==> config.mk <==
export PLATFORM = sky130hd
export DESIGN_NAME = cross_domain_arbiter
export DESIGN_NICKNAME = d
export VERILOG_FILES = /design/src/rtl/arb_pkg.sv /design/src/rtl/cross_domain_arbiter.sv /design/src/rtl/arb_core.sv /design/src/rtl/req_sync.sv
export SDC_FILE = /design/constraint.sdc
export NUM_CORES = 1
export LEC_CHECK = 0
export ABC_AREA = 1
export BUFFER_PORTS_ARGS = -buffer_cell sky130_fd_sc_hd__buf_2
export CAP_MARGIN = 20
export CORE_AREA = 2 2 39 41
export DETAILED_ROUTE_END_ITERATION = 8
export DIE_AREA = 0 0 41 43
export GPL_TIMING_DRIVEN = 0
export PLACE_DENSITY_LB_ADDON = 0.1
export SLEW_MARGIN = 20
export SYNTH_ARGS = -nofsm -noshare
export SYNTH_HDL_FRONTEND = slang
export SYNTH_SLANG_ARGS = --single-unit
==> constraint.sdc <==
create_clock -name clk -period 1.1 [get_ports clk]
set_input_delay 0.22 -clock clk [delete_from_list [all_inputs] [get_ports clk]]
set_output_delay 0.22 -clock clk [all_outputs]
set_load 0.03 [all_outputs]
==> src/rtl/arb_pkg.sv <==
// ==============================
// Shared sizes and latencies for the two-group request arbiter
// Imported by the RTL, the testbench and the checker
// ==============================

package arb_pkg;

    // Request lines per group
    localparam int N_REQ = 2;

    // Group A occupies the low half, group B the high half
    localparam int N_TOTAL = 2 * N_REQ;

    // Group A is already in the clk domain
    // so a single input register is enough
    localparam int SYNC_A_STAGES = 1;

    // Group B arrives from an unrelated clock
    // and needs a two flop synchronizer
    localparam int SYNC_B_STAGES = 2;

    // Request to grant latency in clk edges
    // Sync stages, then the core register, then the output register
    localparam int LAT_A = SYNC_A_STAGES + 2;

    // Counted from the first clk edge that samples req_b
    localparam int LAT_B = SYNC_B_STAGES + 2;

endpackage
==> src/rtl/cross_domain_arbiter.sv <==
// ==============================
// Two-group request arbiter, group A local, group B from another clock
// Group A outranks group B, grant_src tells which group won
// ==============================

`timescale 1ns/1ns

module cross_domain_arbiter
    import arb_pkg::*;
(
    input  logic             clk,
    input  logic             rst,

    // Group A, driven in the clk domain
    input  logic [N_REQ-1:0] req_a,

    // Group B, asynchronous to clk
    // each bit must hold for three clk periods to be seen
    input  logic [N_REQ-1:0] req_b,

    // Merged grant of both groups
    output logic [N_REQ-1:0] grant,

    // High when the grant belongs to group B
    output logic             grant_src
);

    // Requests after their synchronizers
    logic [N_REQ-1:0]   sync_a;
    logic [N_REQ-1:0]   sync_b;

    // Combined request and grant seen by the core
    logic [N_TOTAL-1:0] req_all;
    logic [N_TOTAL-1:0] core_grant;

    // Halves of the core grant
    logic [N_REQ-1:0]   grant_lo;
    logic [N_REQ-1:0]   grant_hi;

    // Values loaded into the output register
    logic [N_REQ-1:0]   grant_d;
    logic               grant_src_d;

    // Same-domain input register for group A
    req_sync #(
        .WIDTH  (N_REQ),
        .STAGES (SYNC_A_STAGES)
    ) sync_a_i (
        .clk  (clk),
        .rst  (rst),
        .din  (req_a),
        .dout (sync_a)
    );

    // Two flop synchronizer for group B, clocked on the destination clock
    req_sync #(
        .WIDTH  (N_REQ),
        .STAGES (SYNC_B_STAGES)
    ) sync_b_i (
        .clk  (clk),
        .rst  (rst),
        .din  (req_b),
        .dout (sync_b)
    );

    // Group A in the low half so it wins the priority scan
    assign req_all = {sync_b, sync_a};

    arb_core core (
        .clk   (clk),
        .rst   (rst),
        .req   (req_all),
        .grant (core_grant)
    );

    assign grant_lo = core_grant[N_REQ-1:0];
    assign grant_hi = core_grant[N_TOTAL-1:N_REQ];

    // The core grant is one-hot, so at most one half is set
    // and the OR keeps the merged vector one-hot too
    assign grant_d     = grant_lo | grant_hi;
    assign grant_src_d = |grant_hi;

    // Output register, grant and its source flag move together
    always_ff @(posedge clk or posedge rst) begin
        if (rst) begin
            grant     <= '0;
            grant_src <= 1'b0;
        end else begin
            grant     <= grant_d;
            grant_src <= grant_src_d;
        end
    end

endmodule

==> src/rtl/arb_core.sv <==
// ==============================
// Registered fixed-priority arbiter, lowest set index wins
// Grant is one-hot or zero and lags the request by one clk
// ==============================

`timescale 1ns/1ns

module arb_core
    import arb_pkg::*;
(
    input  logic               clk,
    input  logic               rst,
    input  logic [N_TOTAL-1:0] req,
    output logic [N_TOTAL-1:0] grant
);

    // Next grant, computed from the current request
    logic [N_TOTAL-1:0] grant_d;

    // Set once a line has been picked in the scan
    logic               found;

    // Scan from index 0 upward
    // The first active line takes the grant, all others are masked
    always_comb begin
        grant_d = '0;
        found   = 1'b0;
        for (int i = 0; i < N_TOTAL; i++) begin
            if (req[i] && !found) begin
                grant_d[i] = 1'b1;
                found      = 1'b1;
            end
        end
    end

    // Re-arbitrated every cycle
    // A higher priority request takes over on the next edge,
    // and a dropped request releases its grant on the next edge
    always_ff @(posedge clk or posedge rst) begin
        if (rst) begin
            grant <= '0;
        end else begin
            grant <= grant_d;
        end
    end

endmodule

==> src/rtl/req_sync.sv <==
// ==============================
// Register chain that brings a request vector into the clk domain
// Two or more stages for async inputs, one stage for local inputs
// ==============================

`timescale 1ns/1ns

module req_sync #(
    parameter int WIDTH  = 1,
    parameter int STAGES = 2
) (
    input  logic             clk,
    input  logic             rst,
    input  logic [WIDTH-1:0] din,
    output logic [WIDTH-1:0] dout
);

    // Stage 0 samples din, the last stage drives dout
    logic [WIDTH-1:0] stage_q [STAGES];

    // The first stage may go metastable on an async input
    // and later stages give it a full period to resolve
    always_ff @(posedge clk or posedge rst) begin
        if (rst) begin
            for (int i = 0; i < STAGES; i++) begin
                stage_q[i] <= '0;
            end
        end else begin
            stage_q[0] <= din;
            for (int i = 1; i < STAGES; i++) begin
                stage_q[i] <= stage_q[i-1];
            end
        end
    end

    // Delayed by exactly STAGES clk edges
    assign dout = stage_q[STAGES-1];

endmodule

==> results by stage, run 1 <==
Status:
- The run finished with clean final reports.

Power and ir drop:
- In this run the static leakage power is 0.000253 uW.
- Power spread over the standard cell area amounts to 1760 nW/um2.
- The design draws 836 uW.
- The largest voltage drop on the vdd net is 790 uV.

STA:
- The final-layout setup total negative slack is 0 ns.
- The max-slew violation count came to 0.
- At the pin with the least slew margin, the transition time is ~0.47 ns.
- The fmax is 0.987 GHz.
- Across all hold checks on the routed design, the worst slack comes to 0.0563 ns.
- In this run the tightest slew margin relative to its limit is 0.689.
- The clock arrives with 0.00337 ns of skew.
- Setup violations remaining at the end of the flow were counted as 0.
- The number of hold violations in the final report is 0.
- Of the available clock period, the critical path in the final layout requires 0.921.
- Setup repair after global routing left no endpoint under its margin.
- The worst path needs around 1 ns of the cycle, external delays included.

Floorplanning:
- The floorplan has 14 rows.
- In this run the vertical extent of the chip is 43 um.
- The number of ports placed on the die boundary is 9.
- The full die area is 1760 um2.
- The horizontal die dimension is roughly 41 um.
- The initial core utilization is 0.273.
- In this run the standard cell core region covers 1380 um2.

Setup path:
- STA classifies the critical path endpoint as an output port.
- The sum of buffers and inverters on the critical path is 1.
- The critical-path maximum fanout is 1.
- The cell with the largest stage delay on the worst path is sky130_fd_sc_hd__dfrtp_1.
- The gate family responsible for the most delay along the worst path is flip-flops.
- The biggest cell delay along the critical path is about 0.36 ns.
- The required time at the worst-slack endpoint is about 0.88 ns.
- The critical path is of the flop to output port type.
- The critical path goes through buf_2.
- The worst setup path is launched from a flop.
- Data arrives at the worst endpoint at between 0.7 and 0.8 ns.

Global routing:
- Across every metal layer, demand over resource in global routing totals 0.0708.
- The number of global-route vias before repair is 208.
- The global-route wire length before repair is 745 um.
- The pin count of the biggest net entering global routing is 14.
- The number of antenna violations at the first check in global routing was 0.
- After global routing the overflow that remains totals 0.

Finish:
- After the last flow step, the layout net total stands at 45.
- The repair_antennas step left the layout with diodes totalling 0.
- Relative to the synthesized area, the layout overhead comes to 25.5%.
- In the layout the commonest cells are sky130_fd_sc_hd__dfrtp_1, sky130_fd_sc_hd__buf_2, sky130_fd_sc_hd__inv_1.
- The library cell used most frequently in the layout, excluding fill and tap cells, is sky130_fd_sc_hd__dfrtp_1.
- The finished cells cover approximately 470 um2.
- After the flow finishes, the layout carries non-filler instances totaling 54.
- The share of cells above drive strength 1 is 0.289.

Placement:
- The final estimated routing congestion in global placement is ~0.63.
- After legalization and detailed placement, the total HPWL measured 321 um.
- The total cell area at the placement stage is 438 um2.
- The number of placed cells counting well taps is between 40 and 50.
- The count of buffers added on input and output ports is 8.

Clock tree:
- The count of hold-fix buffers inserted at cts is 1.
- The number of clock buffers added by TritonCTS is 3.
- The total clock sinks is 13.
- The count of instances resized after the clock tree is built is 0.
- The tree is rooted in a sky130_fd_sc_hd__clkbuf_4.
- The number of buffers between clock root and the deepest sink is 2.
- TritonCTS built the clock tree.
- The insertion delay of the later-clocked pin in the worst-skew pair is 0.26 ns.
- In this run the number of H-tree levels came out at 1.
- After clock tree synthesis, the clock-pin slew on the worst setup and hold paths is 0.07 ns.
- The total setup buffers inserted after CTS is 0.

Synth:
- The mean instance size in the synthesized netlist is roughly 15 um2.
- Synthesis handed over a netlist of 25 instances.
- In the post-synthesis netlist, the biggest area contributors are sky130_fd_sc_hd__dfrtp_1, sky130_fd_sc_hd__or2_1, sky130_fd_sc_hd__inv_1.
- The cell type with the largest total area after synthesis is sky130_fd_sc_hd__dfrtp_1.
- For this run, the register share of the synthesized area comes to 0.861.
- The post-synthesis cell type count is 5.
- In this run the cell area of the synthesized design comes to 378 um2.
- The warning count from the yosys run is 0.
- The number of nets produced by synthesis is 31.
- The proportion of netlist area held by the largest area contributor is 0.861.
- In this run, synthesis produced a sequential element count of 13.

Routing:
- After detailed routing, the number of remaining DRC violations is 0.
- In the final routed layout, each cell accounts on average for between 8 and 9 um.
- The wire length reported by the detailed router is 462 um.
- The number of optimization iterations in the first detailed-route pass is 2.
- The average via count per standard cell is 3.76.
- The violation count after the first detailed-route iteration is 4.
- For this block, the via count after detailed routing is about 200.
- In this run the remaining antenna-violating nets after routing total 0.

Min path:
- The type of the tightest min-delay check is input pin to flop.

Job:
- The number of max-cap violations is 0.
## synth_stat cells (all sizes together)
cell and n:
nand2 2, or2 3, inv 4, dfrtp 13, nor2 3
## kinds of logic (layout without fill, tap and decap cells)
group,after synthesis,count (layout),share of synthesized area
buf+inv,4,17,0.0397
flops,13,13,0.861
simple gates,8,8,0.0993
## report_power, final
| group | internal (uW) | total, uW | leakage (uW) | switching (uW) |
|---|---|---|---|---|
| sequential | 501 | 508 | 0.000159 | 6.87 |
| clock | 140 | 275 | 0.0000150 | 135 |
| combinational | 18.9 | 52.4 | 0.0000797 | 33.5 |
| total | 660 | 836 | 0.000253 | 176 |
## sequential cells by signal, indices dropped and copies added, names as in the netlist
| signal | flops |
|---|---|
| grant_src | 1 |
| sync_a_i.dout | 2 |
| sync_b_i.stage_q | 2 |
| sync_b_i.dout | 2 |
| core.grant | 4 |
| grant | 2 |
## layout make-up
| cell class | instances | area [um2] |
|---|---|---|
| Clock buffer | 4 | 26.3 |
| Fill cell | 145 | 910 |
| Timing Repair Buffer | 9 | 50.0 |
| Sequential cell | 13 | 325 |
| Multi-Input combinational cell | 8 | 37.5 |
| Tap cell | 16 | 20.0 |
| Inverter | 4 | 15.0 |
## metal layers
metal,vias up,part of all wire,global-route usage
met3,0,0.087,0.0471
met1,98,0.40,0.0621
met2,9,0.52,0.103
li1,96,-,-
met5,-,0,0
met4,0,0,0.0600
## metrics by stage
stage	worst slack, ns	util
2_1_floorplan	0.413	-
3_3_place_gp	0.376	0.316
3_5_place_dp	0.366	0.316
4_1_cts	0.0693	0.343
5_1_grt	0.0415	0.343
6_report	0.0866	0.343
## worst paths after layout
path                                                from                            end  slack (ns)  cells past startpoint
setup reg to reg                 core.grant[2]$_DFF_PP0_             grant[0]$_DFF_PP0_        0.39                      1
hold / removal                                  req_b[1]  sync_b_i.stage_q[3]$_DFF_PP0_        0.06                      1
hold reg to reg            sync_b_i.stage_q[2]$_DFF_PP0_     sync_b_i.dout[0]$_DFF_PP0_        0.36                      0
setup / recovery                      grant[1]$_DFF_PP0_                       grant[1]        0.09                      1
max in group asynchronous                            rst     sync_a_i.dout[1]$_DFF_PP0_        0.27                      3
min in group asynchronous                            rst            grant_src$_DFF_PP0_        0.51                      3
Power figures use the tool's default switching activity.
==> run 2: changes to the inputs <==
Settings changed: SETUP_SLACK_MARGIN set to 0.15.
==> run 2 against run 1 <==
  * Final area grew 4.0%
  * Sequential share of layout area shrank 2.6 points
  * Clock power barely moved
  * Via count grew 0.99%
  * Global-route usage is the same
  * Clock-buffer cell count did not move
  * Register-to-register slack barely moved
  * Power increased by 1.2%
  * Highest routed layer unchanged
  * Final cell count unchanged
  * Die area did not move
  * Routed wire length decreased by 1.7%
  * Critical path depth unchanged
  * Largest power group unchanged
==> results by stage, run 2 (synthesis results as in run 1) <==
Status:
- The run finished with clean final reports.

Floorplanning:
- In this run the count of I/O pins placed on the die edge is 9.
- From left edge to right edge, the die measures between 40 and 50 um.
- The chip height is 43 um.
- The number of rows created at floorplan is 14.
- The core box area is between 1000 and 1500 um2.
- The initial utilization of the core area, before any placement, comes to 0.273.
- The full die area is 1760 um2.

Placement:
- The number of I/O port buffers is 8.
- The number of placed cells counting well taps is 49.
- The final estimated routing congestion in global placement is 0.628.
- Before CTS, the worst setup slack after placement is 0.366 ns.
- The HPWL reported at the end of detailed placement is 321 um.

STA:
- Dividing the final minimum period by the clock period gives 0.904.
- The number of setup violations in the final report is 0.
- Final hold analysis gives a worst-case slack of ~0.056 ns.
- The number of hold violations in the final report is 0.
- Clock skew on the completed layout was measured at 0.00337 ns.
- The minimum setup slack in the final design is between 0.1 and 0.15 ns.
- The fmax is 1.01 GHz.
- The max-slew violation count came to 0.
- At the pin with the least slew margin, the transition time is roughly 0.47 ns.
- Headroom to the max-slew limit came out at 0.689.
- In the final timing run, aggregate negative setup slack is 0 ns.
- Setup repair after global routing could not meet its margin everywhere.
- The clock period could shrink to 0.994 ns.

Clock tree:
- The CTS root buffer is sky130_fd_sc_hd__clkbuf_4.
- The insertion delay of the later-clocked pin in the worst-skew pair is 0.26 ns.
- The total setup buffers inserted after CTS is 0.
- The clock passes through at most 2 buffers.
- The number of buffers created by CTS is 3.
- Clock-pin slew was measured on the worst setup and hold paths at 0.07 ns.
- The TritonCTS clock tree is built.
- CTS built an H-tree with a depth of 1.
- The total clock sinks is 13.

Setup path:
- The sum of buffers and inverters on the critical path is 1.
- Among all stages on the critical path, the largest delay is contributed by sky130_fd_sc_hd__dfrtp_1.
- The arrival time reported for the critical path endpoint is 0.77 ns.
- On the critical path the largest part of the delay comes from flip-flops.
- The critical-path maximum fanout is 1.
- On the worst path, the slowest cell contributes a delay of 0.37 ns.
- For the worst setup path, the data required time is 0.88 ns.
- The worst setup path is captured at an output port.
- The signal on the critical path passes through buf_6.
- The critical path class is flop to output port.
- The element type at the critical path start is a flop.

Power and ir drop:
- The leakage dissipation is 0.000258 uW.
- For this design the ratio of total power to cell area is 1720 nW/um2.
- After layout, the design draws a total of 846 uW.
- VDD sags by at most 790 uV.

Global routing:
- The first global-routing pass estimated 745 um of wire.
- The number of antenna violations at the first check in global routing came to 0.
- Entering global routing, the biggest net connects 14 pins.
- The overall global routing resource usage is 0.0708.
- The number of global-route vias before repair was approximately 210.
- Global routing finished with a remaining overflow of 0.

Routing:
- Once detail routing completed, the nets flagged for antenna violations numbered 0.
- Summed over all layers, the routed wires come to 454 um.
- After detailed routing, the wire length on met1 is 173 um.
- The number of optimization iterations in the first detailed-route pass is 2.
- In the routed design, unresolved DRC markers number 0.
- The average routed wire per standard cell is 8.41 um.
- The detailed route wirelength on metal2 is between 200 and 250 um.
- The wire length on met3 is 39 um.
- Dividing the detail-routed via count by the number of cells gives 3.80.
- After the first detailed-routing iteration, the DRC count stood at 4.
- Detailed routing inserted a total of 205 vias.
- The highest layer touched by signal routing is met3.

Finish:
- The register ranked first by flip-flop count is core.grant.
- The number of nets in the layout is 45.
- The area growth from synthesis to layout is 30.5%.
- The number of flip-flops under the largest register name is 4.
- The top cell types in the final layout, fill and taps aside, are sky130_fd_sc_hd__dfrtp_1, sky130_fd_sc_hd__buf_2, sky130_fd_sc_hd__inv_1.
- The number of non-filler instances in the completed layout is 54.
- Leaving out fill and tap cells, the most frequent cell in the layout is sky130_fd_sc_hd__dfrtp_1.
- The share of cells above drive strength 1 is 0.289.
- The repair_antennas step left the layout with diodes totalling 0.

Job:
- Across the run, the number of max-cap violations was 0.

Min path:
- The tightest min-delay check is of the input pin to flop type.
==> run 2: cell counts in the layout (fill, tap and decap cells not counted) <==
No cell type changed its count.
==> run 2: where the power goes <==
group / internal (uW) / switching [uW] / total (uW)
clock network: 140 / 135 / 275
registers: 502 / 8.31 / 510
logic: 27.1 / 33.5 / 60.6
==> run 2: repair_timing <==
item                                   4_1_cts  5_1_grt
setup endpoints to repair                    3        3
endpoints found under the hold margin       13        0
cloned                                       0        0
hold buffers                                 1        0
gates resized for setup                      6        0
==> run 2: per-stage QoR <==
stage / area [um2] / utilization
floorplan: 378 / -
global placement: 438 / 0.316
detailed placement: 438 / 0.316
CTS: 493 / 0.356
global route: 493 / 0.356
finish: 493 / 0.356
==> run 2: area by class of cell <==
cell class              instances  area, um2
fillers                       143        891
well taps                      16       20.0
clock buffers                   4       26.3
inverters                       4       15.0
repair buffers                  9       68.8
multi-input cells               8       37.5
flip-flops and latches         13        325
==> run 2: layer usage <==
metal  track usage  vias up
li1              -       96
met1        0.0621      100
met2         0.103        9
met3        0.0471        0
met4        0.0600        0
met5             0        -
==> run 2: final timing paths <==
| kind | to | depth (start not counted) | startpoint | slack (ns) |
|---|---|---|---|---|
| max | grant_src | 1 | grant_src$_DFF_PP0_ | 0.11 |
| min | sync_b_i.stage_q[3]$_DFF_PP0_ | 1 | req_b[1] | 0.06 |
| max reg2reg | grant[0]$_DFF_PP0_ | 1 | core.grant[2]$_DFF_PP0_ | 0.39 |
| min reg2reg | sync_b_i.dout[0]$_DFF_PP0_ | 0 | sync_b_i.stage_q[2]$_DFF_PP0_ | 0.36 |
| max in group asynchronous | sync_a_i.dout[1]$_DFF_PP0_ | 3 | rst | 0.27 |
| min in group asynchronous | grant_src$_DFF_PP0_ | 3 | rst | 0.51 |
